==> config.mk <==
export PLATFORM = sky130hd
export DESIGN_NAME = lcd_top
export DESIGN_NICKNAME = d
export VERILOG_FILES = /design/src/logic/lcd_pkg.sv /design/src/logic/lcd_config_regs.sv /design/src/logic/lcd_ctrl.sv /design/src/logic/lcd_text_writer.sv /design/src/logic/lcd_top.sv
export SDC_FILE = /design/constraint.sdc
export NUM_CORES = 1
export LEC_CHECK = 0
export ABC_AREA = 1
export BUFFER_PORTS_ARGS = -buffer_cell sky130_fd_sc_hd__buf_2
export CORE_AREA = 2 2 135 202
export CTS_CLUSTER_DIAMETER = 30
export DETAILED_ROUTE_END_ITERATION = 6
export DIE_AREA = 0 0 137 204
export GPL_ROUTABILITY_DRIVEN = 0
export HOLD_SLACK_MARGIN = 0.05
export SKIP_CTS_REPAIR_TIMING = 1
export SYNTH_ARGS = -nofsm -noshare
export SYNTH_HDL_FRONTEND = slang
export SYNTH_SLANG_ARGS = --single-unit
==> constraint.sdc <==
create_clock -name clk -period 4.1 [get_ports clk]
set_input_delay 0.41 -clock clk [delete_from_list [all_inputs] [get_ports clk]]
set_output_delay 0.41 -clock clk [all_outputs]
set_load 0.02 [all_outputs]
==> src/logic/lcd_pkg.sv <==
`default_nettype none

package lcd_pkg;

	// timing counts in clk cycles
	localparam int CLK_PER_US = 10;
	localparam int CNT_W = 14;

	localparam logic [CNT_W-1:0] POWERUP_CYCLES   = CNT_W'(500 * CLK_PER_US);
	localparam logic [CNT_W-1:0] INIT_STEP_CYCLES = CNT_W'(10 * CLK_PER_US);  // e high per init cmd
	localparam logic [CNT_W-1:0] INIT_GAP0_CYCLES = CNT_W'(50 * CLK_PER_US);  // after function set
	localparam logic [CNT_W-1:0] INIT_GAP1_CYCLES = CNT_W'(50 * CLK_PER_US);  // after display ctrl
	localparam logic [CNT_W-1:0] INIT_GAP2_CYCLES = CNT_W'(200 * CLK_PER_US); // clear is slow
	localparam logic [CNT_W-1:0] INIT_GAP3_CYCLES = CNT_W'(100 * CLK_PER_US); // after entry mode
	localparam logic [CNT_W-1:0] WR_SETUP_CYCLES  = CNT_W'(1 * CLK_PER_US);
	localparam logic [CNT_W-1:0] WR_E_HIGH_CYCLES = CNT_W'(13 * CLK_PER_US);
	localparam logic [CNT_W-1:0] WR_TOTAL_CYCLES  = CNT_W'(50 * CLK_PER_US);

	// host register map
	localparam int REG_ADDR_W = 5;
	localparam logic [REG_ADDR_W-1:0] REG_MODE      = 5'd0;
	localparam logic [REG_ADDR_W-1:0] REG_CMD       = 5'd1;
	localparam logic [REG_ADDR_W-1:0] REG_LINE      = 5'd2;
	localparam logic [REG_ADDR_W-1:0] REG_STATUS    = 5'd3;  // {init_done, writer_busy, ctrl_busy}
	localparam logic [REG_ADDR_W-1:0] REG_CHAR_BASE = 5'd16;

	// mode bit order {lines, font, display, cursor, blink, inc_dec, shift}
	localparam logic [6:0] MODE_DEFAULT = 7'b1010010;

	localparam int LINE_CHARS = 16;
	localparam logic [7:0] LINE1_ADDR = 8'h40;

	typedef enum logic [7:0] {
		CMD_CLEAR        = 8'h01,
		CMD_ENTRY_MODE   = 8'h04,
		CMD_DISPLAY_CTRL = 8'h08,
		CMD_FUNCTION_SET = 8'h30,
		CMD_SET_DDRAM    = 8'h80
	} lcd_cmd_e;

	typedef enum logic [1:0] {
		CTRL_POWERUP,
		CTRL_INIT,
		CTRL_IDLE,
		CTRL_WRITE
	} ctrl_state_e;

	typedef enum logic [1:0] {
		WR_IDLE,
		WR_ADDR,
		WR_CHARS,
		WR_WAIT
	} writer_state_e;

endpackage

`default_nettype wire

==> src/logic/lcd_config_regs.sv <==
`timescale 1ns/1ps
`default_nettype none

module lcd_config_regs
	import lcd_pkg::*;
(
	input  wire logic                  clk,
	input  wire logic                  rst,
	input  wire logic                  reg_we,
	input  wire logic [REG_ADDR_W-1:0] reg_addr,
	input  wire logic [7:0]            reg_wdata,
	output logic      [7:0]            reg_rdata,
	output logic      [6:0]            mode,
	output logic                       cmd_go,
	output logic      [7:0]            cmd_byte,
	output logic                       line_go,
	output logic                       line_sel,
	input  wire logic [3:0]            char_idx,
	output logic      [7:0]            char_data,
	input  wire logic                  ctrl_busy,
	input  wire logic                  writer_busy,
	input  wire logic                  init_done
);

	logic [7:0] char_buf [LINE_CHARS];
	logic       is_char;

	assign is_char = (reg_addr >= REG_CHAR_BASE);

	always_ff @(posedge clk) begin
		if (rst) begin
			mode     <= MODE_DEFAULT;
			cmd_go   <= 1'b0;
			line_go  <= 1'b0;
			line_sel <= 1'b0;
			for (int i = 0; i < LINE_CHARS; i++) begin
				char_buf[i] <= 8'h20;  // blank line
			end
		end else begin
			cmd_go  <= 1'b0;
			line_go <= 1'b0;
			if (reg_we && is_char) begin
				char_buf[reg_addr[3:0]] <= reg_wdata;
			end else if (reg_we) begin
				case (reg_addr)
					REG_MODE: mode <= reg_wdata[6:0];
					REG_CMD:  cmd_go <= 1'b1;
					REG_LINE: begin
						line_go  <= 1'b1;
						line_sel <= reg_wdata[0];
					end
					default: ;  // status is read only
				endcase
			end
		end
	end

	always_ff @(posedge clk) begin
		if (reg_we && reg_addr == REG_CMD) begin
			cmd_byte <= reg_wdata;
		end
	end

	assign char_data = char_buf[char_idx];

	always_comb begin
		reg_rdata = 8'h00;
		if (is_char) begin
			reg_rdata = char_buf[reg_addr[3:0]];
		end else begin
			case (reg_addr)
				REG_MODE:   reg_rdata = {1'b0, mode};
				REG_STATUS: reg_rdata = {5'b0, init_done, writer_busy, ctrl_busy};
				default:    reg_rdata = 8'h00;  // cmd and line are write only
			endcase
		end
	end

	a_go_exclusive: assert property (@(posedge clk) disable iff (rst)
		!(cmd_go && line_go));
	a_go_single: assert property (@(posedge clk) disable iff (rst)
		(cmd_go || line_go) |=> !(cmd_go || line_go));

endmodule

`default_nettype wire

==> src/logic/lcd_ctrl.sv <==
`timescale 1ns/1ps
`default_nettype none

module lcd_ctrl
	import lcd_pkg::*;
(
	input  wire logic       clk,
	input  wire logic       rst,
	input  wire logic [6:0] mode,
	input  wire logic       req,
	input  wire logic       req_rs,
	input  wire logic [7:0] req_data,
	output logic            busy,
	output logic            init_done,
	output logic            e,
	output logic            rs,
	output logic            rw,
	output logic      [7:0] lcd_data
);

	ctrl_state_e      state;
	logic [CNT_W-1:0] cnt;
	logic [1:0]       init_step;

	// init command for a step with the mode bits merged in
	function automatic logic [7:0] init_byte(input logic [1:0] step, input logic [6:0] m);
		case (step)
			2'd0:    return CMD_FUNCTION_SET | {4'b0, m[6], m[5], 2'b00};
			2'd1:    return CMD_DISPLAY_CTRL | {5'b0, m[4:2]};
			2'd2:    return CMD_CLEAR;
			default: return CMD_ENTRY_MODE | {6'b0, m[1:0]};
		endcase
	endfunction

	function automatic logic [CNT_W-1:0] init_gap(input logic [1:0] step);
		case (step)
			2'd0:    return INIT_GAP0_CYCLES;
			2'd1:    return INIT_GAP1_CYCLES;
			2'd2:    return INIT_GAP2_CYCLES;
			default: return INIT_GAP3_CYCLES;
		endcase
	endfunction

	always_ff @(posedge clk) begin
		if (rst) begin
			state     <= CTRL_POWERUP;
			cnt       <= '0;
			init_step <= '0;
			busy      <= 1'b1;
			init_done <= 1'b0;
			e         <= 1'b0;
			rs        <= 1'b0;
			rw        <= 1'b0;
			lcd_data  <= 8'h00;
		end else begin
			rw <= 1'b0;  // write only bus
			case (state)
				CTRL_POWERUP: begin
					if (cnt == POWERUP_CYCLES - 1'b1) begin
						cnt       <= '0;
						init_step <= 2'd0;
						e         <= 1'b1;
						lcd_data  <= init_byte(2'd0, mode);
						state     <= CTRL_INIT;
					end else begin
						cnt <= cnt + 1'b1;
					end
				end
				CTRL_INIT: begin
					if (cnt == INIT_STEP_CYCLES - 1'b1) begin
						e        <= 1'b0;  // end of init pulse
						lcd_data <= 8'h00;
					end
					if (cnt == INIT_STEP_CYCLES + init_gap(init_step) - 1'b1) begin
						cnt <= '0;
						if (init_step == 2'd3) begin
							busy      <= 1'b0;
							init_done <= 1'b1;
							state     <= CTRL_IDLE;
						end else begin
							init_step <= init_step + 1'b1;
							e         <= 1'b1;
							lcd_data  <= init_byte(init_step + 1'b1, mode);
						end
					end else begin
						cnt <= cnt + 1'b1;
					end
				end
				CTRL_IDLE: begin
					if (req) begin
						busy     <= 1'b1;
						rs       <= req_rs;
						lcd_data <= req_data;
						cnt      <= '0;
						state    <= CTRL_WRITE;
					end
				end
				CTRL_WRITE: begin
					if (cnt == WR_SETUP_CYCLES - 1'b1) begin
						e <= 1'b1;
					end
					if (cnt == WR_SETUP_CYCLES + WR_E_HIGH_CYCLES - 1'b1) begin
						e <= 1'b0;
					end
					if (cnt == WR_TOTAL_CYCLES - 1'b1) begin
						busy     <= 1'b0;
						rs       <= 1'b0;
						lcd_data <= 8'h00;
						cnt      <= '0;
						state    <= CTRL_IDLE;
					end else begin
						cnt <= cnt + 1'b1;
					end
				end
				default: state <= CTRL_POWERUP;
			endcase
		end
	end

	a_write_holds: assert property (@(posedge clk) disable iff (rst)
		(state == CTRL_WRITE && cnt != WR_TOTAL_CYCLES - 1'b1) |=> (state == CTRL_WRITE && busy));
	a_e_needs_busy: assert property (@(posedge clk) disable iff (rst)
		$rose(e) |-> busy);
	a_data_stable: assert property (@(posedge clk) disable iff (rst)
		(e && $past(e)) |-> $stable(lcd_data));

endmodule

`default_nettype wire

==> src/logic/lcd_text_writer.sv <==
`timescale 1ns/1ps
`default_nettype none

module lcd_text_writer
	import lcd_pkg::*;
(
	input  wire logic       clk,
	input  wire logic       rst,
	input  wire logic       cmd_go,
	input  wire logic [7:0] cmd_byte,
	input  wire logic       line_go,
	input  wire logic       line_sel,
	output logic      [3:0] char_idx,
	input  wire logic [7:0] char_data,
	output logic            req,
	output logic            req_rs,
	output logic      [7:0] req_data,
	input  wire logic       ctrl_busy,
	output logic            writer_busy
);

	writer_state_e state;
	logic          is_line;    // line write vs single raw command
	logic          seen_busy;  // ctrl took the request

	always_ff @(posedge clk) begin
		if (rst) begin
			state       <= WR_IDLE;
			writer_busy <= 1'b1;
			req         <= 1'b0;
			req_rs      <= 1'b0;
			char_idx    <= '0;
			is_line     <= 1'b0;
			seen_busy   <= 1'b0;
		end else begin
			req <= 1'b0;
			case (state)
				WR_IDLE: begin
					writer_busy <= 1'b0;
					if (!writer_busy && (cmd_go || line_go)) begin
						writer_busy <= 1'b1;
						is_line     <= line_go;
						char_idx    <= '0;
						req_data    <= line_go ? (CMD_SET_DDRAM | (line_sel ? LINE1_ADDR : 8'h00))
						                       : cmd_byte;
						state       <= WR_ADDR;
					end
				end
				WR_ADDR: begin
					if (!ctrl_busy) begin
						req       <= 1'b1;
						req_rs    <= 1'b0;  // command byte
						seen_busy <= 1'b0;
						state     <= WR_WAIT;
					end
				end
				WR_CHARS: begin
					if (!ctrl_busy) begin
						req       <= 1'b1;
						req_rs    <= 1'b1;  // data byte
						req_data  <= char_data;
						seen_busy <= 1'b0;
						state     <= WR_WAIT;
					end
				end
				WR_WAIT: begin
					if (ctrl_busy) begin
						seen_busy <= 1'b1;
					end else if (seen_busy) begin
						if (!is_line || (req_rs && char_idx == 4'(LINE_CHARS - 1))) begin
							writer_busy <= 1'b0;
							state       <= WR_IDLE;
						end else if (!req_rs) begin
							state <= WR_CHARS;  // chars follow the address
						end else begin
							char_idx <= char_idx + 1'b1;
							state    <= WR_CHARS;
						end
					end
				end
				default: state <= WR_IDLE;
			endcase
		end
	end

	a_req_when_free: assert property (@(posedge clk) disable iff (rst)
		req |-> !ctrl_busy);

endmodule

`default_nettype wire

==> src/logic/lcd_top.sv <==
`timescale 1ns/1ps
`default_nettype none

module lcd_top
	import lcd_pkg::*;
(
	input  wire logic                  clk,
	input  wire logic                  rst,
	input  wire logic                  reg_we,
	input  wire logic [REG_ADDR_W-1:0] reg_addr,
	input  wire logic [7:0]            reg_wdata,
	output logic      [7:0]            reg_rdata,
	output logic                       e,
	output logic                       rs,
	output logic                       rw,
	output logic      [7:0]            lcd_data
);

	logic [6:0] mode;
	logic       cmd_go;
	logic [7:0] cmd_byte;
	logic       line_go;
	logic       line_sel;
	logic [3:0] char_idx;
	logic [7:0] char_data;
	logic       req;
	logic       req_rs;
	logic [7:0] req_data;
	logic       ctrl_busy;
	logic       writer_busy;
	logic       init_done;

	lcd_config_regs regs_i (
		.clk, .rst, .reg_we, .reg_addr, .reg_wdata, .reg_rdata,
		.mode, .cmd_go, .cmd_byte, .line_go, .line_sel,
		.char_idx, .char_data, .ctrl_busy, .writer_busy, .init_done
	);

	lcd_text_writer writer_i (
		.clk, .rst, .cmd_go, .cmd_byte, .line_go, .line_sel,
		.char_idx, .char_data, .req, .req_rs, .req_data,
		.ctrl_busy, .writer_busy
	);

	lcd_ctrl ctrl_i (
		.clk, .rst, .mode, .req, .req_rs, .req_data,
		.busy(ctrl_busy), .init_done, .e, .rs, .rw, .lcd_data
	);

endmodule

`default_nettype wire

==> metrics.txt, run 1 <==
status complete, no violations; Non-Filler Instances ~1,600; Sw Pwr 1639 uW; vias in the first global route approximately 8,600; initial core utilization 39.31%; routed via count roughly 9,000; Leak 0.004183 uW; CP bufs+invs 4; worst setup path endpoint reg_rdata[0]; Critical Path Source Type primary input; Final Slew Violations 0; CP peak stage delay 0.90 ns; initial antenna violation count 1; Slew headroom 19.01%; Fin Setup TNS 0 ns; layout cells sized above 1 slightly above 10%; Crit. Startpoint reg_addr[1]; Sw Ratio approximately a third; Peak VDD IR approximately 0.33 mV; CTS Root Cell clkbuf_16; Worst path most repeated cell buf_2; Arrival @ worst endpoint approximately 2.6 ns; CP cell instances buf_2, inv_1, nor2_2, buf_4, a22oi_1, a21oi_1, or2_2, o21ai_1, nand2_1, buf_2; Clock Sinks 199; hold crit path type in -> reg; combinational share of power roughly a fifth; CP max stage cell nor2_2; final hold violations 0; Wirelength per Cell 21.23 um; Crit path depth 10; P_int between 3000 and 4000 uW; DRT iter0 DRCs 994; vias per cell approximately 5.8; Worst Skew between 0.01 and 0.015 ns; EDFF count, synth roughly 140; minimum clock period between 2 and 3 ns; CTS tree built; Core ar. between 20,000 and 30,000 um2; WP data required around 3.7 ns; Sequential Power Share a little under half; die area around 28,000 um2; reg2reg setup slack ~1.4 ns; Crit. End Element output pin; Port-buffer cells 33; Slew @ Worst Pin 1.214 ns; Avg Inst Size Synth between 8 and 9 um2; final net count roughly 1,200; Clock Latency Late Sink ~0.45 ns; Top FF cell, synth edfxtp_1; dpl cells around 1,500; Post-Syn Nets roughly 1,200; Clock Power Share between 30% and 40%; largest net degree at the start of global routing 66; Die Ht about 200 um; DRT Wirelength approximately 33,000 um; RSZ-0062 raised after global routing no; total track usage approximately a quarter; clock buffer depth 2; Final period util between 70% and 80%; worst hold slack 0.1502 ns; max cap viols 0; Crit Path Category in -> out; drt pass-1 iters 6; number of top-level pins 35; first-pass GRT wire length between 50,000 and 60,000 um; Cell variety after synth 44; asr flop ratio synth 0%; Yosys Warn Count 0; final setup fails 0; Max Fclk 336.8 MHz; CTS clk-pin slew, worst paths around 0.070 ns; aggregate global routing overflow 0; CP max FO 26; Post-route DRC 0; Antenna Nets Post-Route 0; Critical R2R Capture writer_i.req_data[5]; Post-DP HPWL ~23,000 um; Num CTS Buffers 17; Power Density approximately 450 nW/um2; crit-path leading delay family simple AND/OR/NAND/NOR gates; Seq/Total Area, Yosys 52.46%; H-tree levels 4; synthesized cell area 10,340 um2; Die X ~140 um; P&R area growth vs syn 9.304%; synthesized instance count roughly 1,200; #FFs+latches synth about 200; num rows 73; worst reg-to-reg path cell count 8
[cell usage after synthesis, types with 2 or more instances]
| library cell | count | area, um2 |
|---|---|---|
| nor2_1 | 255 | 957.2 |
| nand2_1 | 172 | 645.6 |
| edfxtp_1 | 144 | 4324 |
| o21ai_0 | 109 | 545.5 |
| inv_1 | 77 | 289.0 |
| a22oi_1 | 64 | 480.5 |
| a21oi_1 | 61 | 305.3 |
| dfxtp_1 | 55 | 1101 |
| nand3_1 | 48 | 240.2 |
| clkbuf_1 | 37 | 138.9 |
| buf_2 | 18 | 90.09 |
| o221ai_1 | 17 | 148.9 |
| nor3_1 | 16 | 80.08 |
| or2_2 | 16 | 100.1 |
| inv_2 | 14 | 52.55 |
| ha_1 | 12 | 150.1 |
| o21ai_1 | 12 | 60.06 |
| nor2_2 | 11 | 68.82 |
| o22ai_1 | 11 | 68.82 |
| clkinv_1 | 9 | 33.78 |
| o211ai_1 | 8 | 60.06 |
| nand4_1 | 7 | 43.79 |
| nand2_2 | 5 | 31.28 |
| xor2_1 | 5 | 43.79 |
| a31oi_1 | 3 | 18.77 |
| a32oi_1 | 3 | 26.28 |
| nor2_4 | 3 | 33.78 |
| nor4_1 | 3 | 18.77 |
| a22o_1 | 2 | 17.52 |
| buf_4 | 2 | 15.01 |
| nor3_2 | 2 | 20.02 |
| nor3b_1 | 2 | 15.01 |
| o21a_1 | 2 | 15.01 |
| xnor2_1 | 2 | 17.52 |
[kinds of logic (layout without fill, tap and decap cells)]
group,after synthesis,in the layout,share of synthesized area [%]
buf+inv,160,174,6.291
other cells,1,2,0.03626
xor+xnor,7,7,0.5929
flops,199,199,52.46
simple gates,542,542,21.96
fa+ha+maj,12,12,1.452
compound gates,296,296,17.21
[metrics by stage]
stage	total power [uW]	cell area, um2	setup slack, ns	util [%]
floorplan	3171	10340	2.077	-
global placement	3456	10730	1.182	40.78
detailed placement	3464	10730	1.189	40.78
CTS	5130	11300	1.163	42.96
global route	5342	11300	1.012	42.97
finish	5131	11300	1.131	42.97
[power groups by stage]
stage	Sequential, uW	Clock [uW]	Combinational, uW
2_1_floorplan	2440	0	735
3_3_place_gp	2470	0	990
3_5_place_dp	2470	0	996
4_1_cts	2420	1700	1000
5_1_grt	2440	1780	1130
6_report	2430	1690	1010
[flip-flops by register name, summed over array words and instances, names as in the netlist, named ones only]
name and count:
regs_i.cmd_go 1, ctrl_i.rs 1, writer_i.char_idx 4, regs_i.line_go 1
writer_i.is_line 1, writer_i.req_rs 1, writer_i.state 2, regs_i.char_buf 128
regs_i.cmd_byte 8, ctrl_i.init_step 2, ctrl_i.cnt 14, writer_i.req 1
writer_i.seen_busy 1, writer_i.req_data 8, ctrl_i.init_done 1, ctrl_i.lcd_data 8
regs_i.mode 7, ctrl_i.busy 1, ctrl_i.e 1, writer_i.writer_busy 1
regs_i.line_sel 1, ctrl_i.state 2
[per-layer routing]
metal | GRT usage, % | routed length [um]
met1 | 28.17 | 12600
met2 | 42.22 | 16940
met3 | 3.695 | 1901
met4 | 13.37 | 1865
met5 | 0 | 0
[worst min-delay path by stage]
stage | start | to | slack (ns) | depth (start not counted)
floorplan | regs_i.line_sel | regs_i.line_sel | 0.43 | 2
global placement | regs_i.line_sel | regs_i.line_sel | 0.44 | 2
detailed placement | regs_i.line_sel | regs_i.line_sel | 0.45 | 2
CTS | reg_wdata[2] | regs_i.cmd_byte[2] | 0.14 | 1
global route | reg_wdata[7] | regs_i.cmd_byte[7] | 0.14 | 1
finish | reg_wdata[7] | regs_i.cmd_byte[7] | 0.15 | 1
[layout by cell type (no fill, tap or decap), drive strengths merged, types with 16 or more instances in the layout]
| cell | count |
|---|---|
| nand3 | 49 |
| o21ai | 121 |
| a21oi | 62 |
| a22oi | 64 |
| nor3 | 18 |
| or2 | 16 |
| nor2 | 269 |
| buf | 42 |
| edfxtp | 144 |
| nand2 | 177 |
| clkbuf | 18 |
| o221ai | 17 |
| dfxtp | 55 |
| inv | 96 |
[area by class of cell]
cell class                 count  area (um2)
fill                        2628       15000
sequential                   199        5426
multi-input combinational    858        4270
clock buffer                  18       429.2
tap                          337       421.7
inverter                     100       375.4
timing repair buffer          42       232.7
clock inverter                14       145.1
antenna                        1       2.502
(Power assumes the default switching activity.)
==> run 2, diff against run 1 <==
ABC_AREA = 0   (was 1)
CORE_AREA = 2 2 135 203   (was 2 2 135 202)
DIE_AREA = 0 0 137 205   (was 0 0 137 204)
clock period = 3 ns   (was 4.1 ns; I/O delays follow)
==> metrics.txt, run 2 <==
Core ar. 26,310 um2 (unchanged); CTS tree built (unchanged); Hold Path End regs_i.cmd_go (was regs_i.cmd_byte[7]); Worst Skew 0.01027 ns (was 0.01026 ns); minimum clock period between 2 and 3 ns; Fin Setup TNS 0 ns (unchanged); Slew headroom 24.28% (was 19.01%); P&R area growth vs syn 11.33% (was 9.304%); fin util 44.14% (was 42.97%); asr flop ratio synth 0% (unchanged); top cells by count, synth edfxtp_1, and2_1, mux4_2, nor2_1, dfxtp_1 (was nor2_1, nand2_1, edfxtp_1, o21ai_0, inv_1); total track usage 21.00% (was 24.26%); filler cell count 2,362 (was 2,628); Yosys Warn Count 0 (unchanged); metal3 WL 1171 um (was 1901 um); top-area cell type share of the netlist area 41.46% (was 41.81%); RR Startpoint ctrl_i.init_step[0]; Seq/Total Area, Yosys 52.02% (was 52.46%); Wirelength per Cell 23.64 um (was 21.23 um); Top FF cell, synth edfxtp_1 (unchanged); Peak VDD IR 0.3479 mV (was 0.3269 mV); vias per cell 5.764 (was 5.759); WP data required 2.70 ns (was 3.69 ns); commonest non-fill, non-tap cell in the layout edfxtp_1 (was nor2_1); Reg with most FFs regs_i.char_buf (unchanged); CTS clk-pin slew, worst paths 0.07 ns (about the same); Cell variety after synth 68 (was 44); Crit Path Category reg -> out (was in -> out); most frequent cells in the layout edfxtp_1, and2_1, mux4_2, nor2_1, dfxtp_1 (was nor2_1, nand2_1, edfxtp_1, o21ai_0, inv_1); ANT cells 0 (was 1); Post-DP HPWL 20,710 um (was 23,260 um); EDFF count, synth 144 (unchanged); Antenna Nets Post-Route 0 (unchanged); aggregate global routing overflow 0 (unchanged); hold crit path type in -> reg (unchanged); Clock Sinks 199 (unchanged); Num CTS Buffers 17 (unchanged); Arrival @ worst endpoint 2.47 ns (was 2.56 ns); highest metal used met4 (unchanged); final setup fails 0 (unchanged); Critical Path Source Type register (was primary input); Max Fclk 361.2 MHz; CP max FO 2 (was 26); Leak 0.003953 uW (was 0.004183 uW); clock buffer depth 2 (unchanged); layout cells sized above 1 22.27% (was 10.40%); Slew @ Worst Pin 1.124 ns (was 1.214 ns); ranking of synthesized cells by area edfxtp_1, mux4_2, dfxtp_1, and2_1, nor2_1 (was edfxtp_1, dfxtp_1, nor2_1, nand2_1, o21ai_0); Post-Syn Nets 842 (was 1,245); max cap viols 0 (unchanged); Avg Inst Size Synth 12.81 um2 (was 8.497 um2); num rows 73 (unchanged); Die Ht 205 um (was 204 um); final net count 868 (was 1,246); largest net degree at the start of global routing 33 (was 66); leading area contributor after synthesis edfxtp_1 (unchanged); H-tree levels 4 (unchanged); Final period util just over 90%; worst hold path cell count 3 (was 1); Clock Latency Late Sink 0.46 ns (was 0.45 ns); DRT Wirelength 28,130 um (was 33,310 um); final hold violations 0 (unchanged); Routed met1 length 9858 um (was 12,600 um); Final Slew Violations 0 (unchanged); synthesized cell area 10,430 um2 (was 10,340 um2); Post-route DRC 0 (unchanged); CTS Root Cell clkbuf_16 (unchanged); Port-buffer cells 33 (unchanged); Die X 137 um (unchanged); first-pass GRT wire length 41,760 um (was 50,130 um); DRT iter0 DRCs 488 (was 994); Crit. Startpoint regs_i.char_buf[0][2] (was reg_addr[1]); RSZ-0062 raised after global routing no (unchanged); status complete, no violations (unchanged); Power Density 544.2 nW/um2 (was 454.0 nW/um2); reg2reg setup slack 0.45 ns (was 1.44 ns); WL met2 15,510 um (was 16,940 um); count leader, synth edfxtp_1 (was nor2_1); drt pass-1 iters 7 (was 6); initial antenna violation count 0 (was 1); HP Start reg_we (was reg_wdata[7]); routed via count 6,859 (was 9,036); die area 28,090 um2 (was 27,950 um2); max reg flops 128 (unchanged); Critical R2R Capture ctrl_i.e (was writer_i.req_data[5]); synthesized instance count 814 (was 1,217); #FFs+latches synth 199 (unchanged); initial core utilization 39.65% (was 39.31%); top flop regs regs_i.char_buf: 128 flops, ctrl_i.cnt: 14 flops (unchanged); worst reg-to-reg path cell count 7 (was 8); number of top-level pins 35 (unchanged); Crit. End Element output pin (unchanged); vias in the first global route 6,802 (was 8,601)
## run 2: changes by cell type after synthesis, moves of 14 or more
| cell | change |
|---|---|
| nor2_1 | -189 |
| nand2_1 | -134 |
| and2_1 | +115 |
| mux4_2 | +80 |
| o21ai_0 | -78 |
| a22oi_1 | -62 |
| inv_1 | -58 |
| a21oi_1 | -43 |
| nand3_1 | -37 |
| o221ai_1 | -17 |
| or3_1 | +17 |
| inv_2 | -14 |
| or2_2 | -14 |
## run 2: report_power, final
| group | total (uW) | switching, uW | internal [uW] |
|---|---|---|---|
| Sequential | 3190 | 108 | 3080 |
| Combinational | 872 | 468 | 403 |
| Clock | 2260 | 1100 | 1160 |
## run 2: cells by family (layout without fill, tap and decap cells)
family	after synthesis	count (layout)	share of synthesized area, %
adders and majority gates	12	12	1.440
AOI/OAI and AO/OA	107	107	7.283
xor gates and xnor gates	17	17	1.428
DFF	199	199	52.02
and+or+nand+nor	311	311	16.56
muxes	91	91	18.34
other	1	1	0.03596
buffers and inverters	76	115	2.891
## run 2: area by class of cell
class                   count  area [um2]  share of cell area, %
clock buffers              20       467.9                  4.031
clock inverters            12       101.3                 0.8729
inverters                  20       75.07                 0.6466
multi-input cells         539        4702                  40.50
flip-flops and latches    199        5426                  46.74
well taps                 337       421.7                  3.632
repair buffers             63       415.4                  3.578
## run 2: worst max-delay path by stage
stage	slack, ns	end	depth (start not counted)
final	0.23	reg_rdata[2]	5
after global routing	0.14	reg_rdata[2]	5
after CTS	0.21	reg_rdata[2]	5
after detailed placement	0.30	regs_i.char_buf[1][1]	6
after global placement	0.37	reg_rdata[6]	7
after floorplan	0.50	reg_rdata[1]	5
## run 2: layer usage
metal  GRT usage (%)  vias to the layer above
li1                -                     3136
met1           21.70                     3420
met2           38.97                      236
met3           3.638                       67
met4           12.22                        0
met5               0                        -
## run 2: worst max-delay path, cell delays in order, from the launching register on
cell and delay, ns:
edfxtp_1 0.48, mux4_2 0.48, mux4_2 0.49, a222oi_1 0.31, inv_1 0.09, buf_2 0.17
## run 2: per-stage QoR
step | std cells | hold slack, ns | instance area (um2) | power (uW) | setup WS, ns
3_5_place_dp | 1158 | 0.4393 | 11040 | 4126 | 0.3015
6_report | 1190 | 0.2169 | 11610 | 6318 | 0.2316
5_1_grt | 1190 | 0.2328 | 11610 | 6506 | 0.1447
2_1_floorplan | 814 | 0.3989 | 10430 | 3797 | 0.5005
4_1_cts | 1190 | 0.2005 | 11610 | 6360 | 0.2085
3_3_place_gp | 1158 | 0.4311 | 11040 | 4114 | 0.3750
==> run 3, diff against run 2 <==
CELL_PAD_IN_SITES_DETAIL_PLACEMENT = 1   (was default)
CELL_PAD_IN_SITES_GLOBAL_PLACEMENT = 1   (was default)
PLACE_DENSITY_LB_ADDON = 0.1   (was default)
==> metrics.txt, run 3 (synthesized netlist as in run 2, its figures left out) <==
Slew headroom 52.26% (was 24.28%); CP bufs+invs 2 (unchanged); Num CTS Buffers 17 (unchanged); largest net degree at the start of global routing 33 (unchanged); WP data required 2.70 ns (about the same); vias per cell 5.894 (was 5.764); CTS tree built (unchanged); CP max FO 2 (unchanged); Reg area 5426 um2 (unchanged); Max Fclk 357.5 MHz (was 361.2 MHz); Fin Setup TNS 0 ns (unchanged); CP peak stage delay 0.51 ns (was 0.49 ns); Clock Latency Late Sink 0.45 ns (was 0.46 ns); dpl cell area 11,080 um2 (was 11,040 um2); Antenna Nets Post-Route 0 (unchanged); final hold violations 0 (unchanged); max reg flops 128 (unchanged); Final WS setup 0.2030 ns (was 0.2316 ns); worst reg-to-reg path cell count 7 (unchanged); Peak VDD IR 0.4300 mV (was 0.3479 mV); Setup WS pre-CTS 0.2605 ns (was 0.3015 ns); hold crit path type in -> reg (unchanged); H-tree levels 4 (unchanged); Power Density 543.3 nW/um2 (was 544.2 nW/um2); worst hold path cell count 2 (was 3); HP Start rst (was reg_we); fin util 44.21% (was 44.14%); DRT Wirelength 31,960 um (was 28,130 um); Critical Path Source Type register (unchanged); RR Startpoint ctrl_i.init_step[0] (unchanged); CTS Root Cell clkbuf_16 (unchanged); number of top-level pins 35 (unchanged); first-pass GRT wire length 48,400 um (was 41,760 um); Crit. End Element output pin (unchanged); Hold Path End regs_i.cmd_go (unchanged); final net count 871 (was 868); Wirelength per Cell 26.77 um (was 23.64 um); layout cells sized above 1 22.20% (was 22.27%); die area 28,090 um2 (unchanged); Multi-input gate area 4702 um2 (unchanged); num rows 73 (unchanged); Clock Sinks 199 (unchanged); Post-route DRC 0 (unchanged); minimum clock period 2.797 ns (was 2.768 ns); clock buffer depth 2 (unchanged); Port-buffer cells 33 (unchanged); Die Ht 205 um (unchanged); final setup fails 0 (unchanged); status complete, no violations (unchanged); DRT iter0 DRCs 487 (was 488); Slew @ Worst Pin 0.7161 ns (was 1.124 ns); max cap viols 0 (unchanged); Final period util 93.23% (was 92.28%); vias in the first global route 7,647 (was 6,802); Core ar. 26,310 um2 (unchanged); RSZ-0062 raised after global routing no (unchanged); Worst Skew 0.01033 ns (was 0.01027 ns); top flop regs regs_i.char_buf: 128 flops, ctrl_i.cnt: 14 flops (unchanged); Final Slew Violations 0 (unchanged); Arrival @ worst endpoint 2.50 ns (was 2.47 ns); drt pass-1 iters 5 (was 7); Critical R2R Capture ctrl_i.e (unchanged); initial core utilization 39.65% (unchanged); total track usage 24.10% (was 21.00%); P&R area growth vs syn 11.51% (was 11.33%); Worst path most repeated cell mux4_2 (unchanged); reg2reg setup slack 0.35 ns (was 0.45 ns); Leak 0.003963 uW (was 0.003953 uW); CP cell instances mux4_2, mux4_2, a222oi_1, inv_1, buf_2 (unchanged); commonest non-fill, non-tap cell in the layout edfxtp_1 (unchanged); filler cell count 2,726 (was 2,362); initial antenna violation count 0 (unchanged); most frequent cells in the layout edfxtp_1, and2_1, mux4_2, nor2_1, dfxtp_1 (unchanged); routed via count 7,038 (was 6,859); CTS clk-pin slew, worst paths 0.07 ns (about the same); CP max stage cell mux4_2 (unchanged); Post-DP HPWL 23,580 um (was 20,710 um); aggregate global routing overflow 0 (unchanged); crit-path leading delay family multiplexers (unchanged); Crit Path Category reg -> out (unchanged); Post-Layout Inst Area 11,630 um2 (was 11,610 um2); Reg with most FFs regs_i.char_buf (unchanged); Die X 137 um (unchanged)
==> run 3: how the worst max path moves through the flow <==
stage	startpoint	endpoint	slack [ns]	cells after the start
final	regs_i.char_buf[11][2]	reg_rdata[2]	0.20	5
after detailed placement	reg_addr[1]	reg_rdata[6]	0.26	6
after floorplan	reg_addr[0]	reg_rdata[1]	0.50	5
after global routing	regs_i.char_buf[11][2]	reg_rdata[2]	0.16	5
after global placement	reg_addr[1]	reg_rdata[2]	0.30	6
after CTS	regs_i.char_buf[11][2]	reg_rdata[2]	0.20	5
==> run 3: layer usage <==
| metal | global-route usage [%] | up-vias | part of all wire (%) |
|---|---|---|---|
| met3 | 4.207 | 49 | 3.5 |
| met5 | 0 | - | 0 |
| met2 | 45.65 | 157 | 56 |
| met1 | 25.13 | 3698 | 36 |
| met4 | 11.49 | 0 | 4.6 |
| li1 | - | 3134 | - |
==> run 3: power by group <==
| part | switching (uW) | total, uW | internal (uW) |
|---|---|---|---|
| Sequential | 104 | 3180 | 3080 |
| Clock | 1030 | 2210 | 1180 |
| Combinational | 514 | 922 | 408 |
==> run 3: stage by stage <==
step / hold slack (ns) / power, uW / instances
6_report: 0.1487 / 6318 / 1194
5_1_grt: 0.1429 / 6529 / 1193
4_1_cts: 0.1267 / 6383 / 1193
2_1_floorplan: 0.3989 / 3797 / 814
3_5_place_dp: 0.4587 / 4174 / 1161
3_3_place_gp: 0.4385 / 4147 / 1161
==> run 3: area by class of cell <==
cell class                      count  share of cell area, %
Antenna cell                        1                0.02152
Clock inverter                      6                 0.3335
Sequential cell                   199                  46.66
Tap cell                          337                  3.626
Multi-Input combinational cell    539                  40.43
Clock buffer                       26                  4.401
Inverter                           20                 0.6456
Timing Repair Buffer               66                  3.873
==> run 3: worst register-to-register path: cells and delay by family (launching register included) <==
family / cells / cell delay [ns]
DFF: 1 / 0.48
AOI/OAI and AO/OA: 3 / 0.70
adders and majority gates: 1 / 0.32
buffers and inverters: 1 / 0.15
and+or+nand+nor: 2 / 0.94
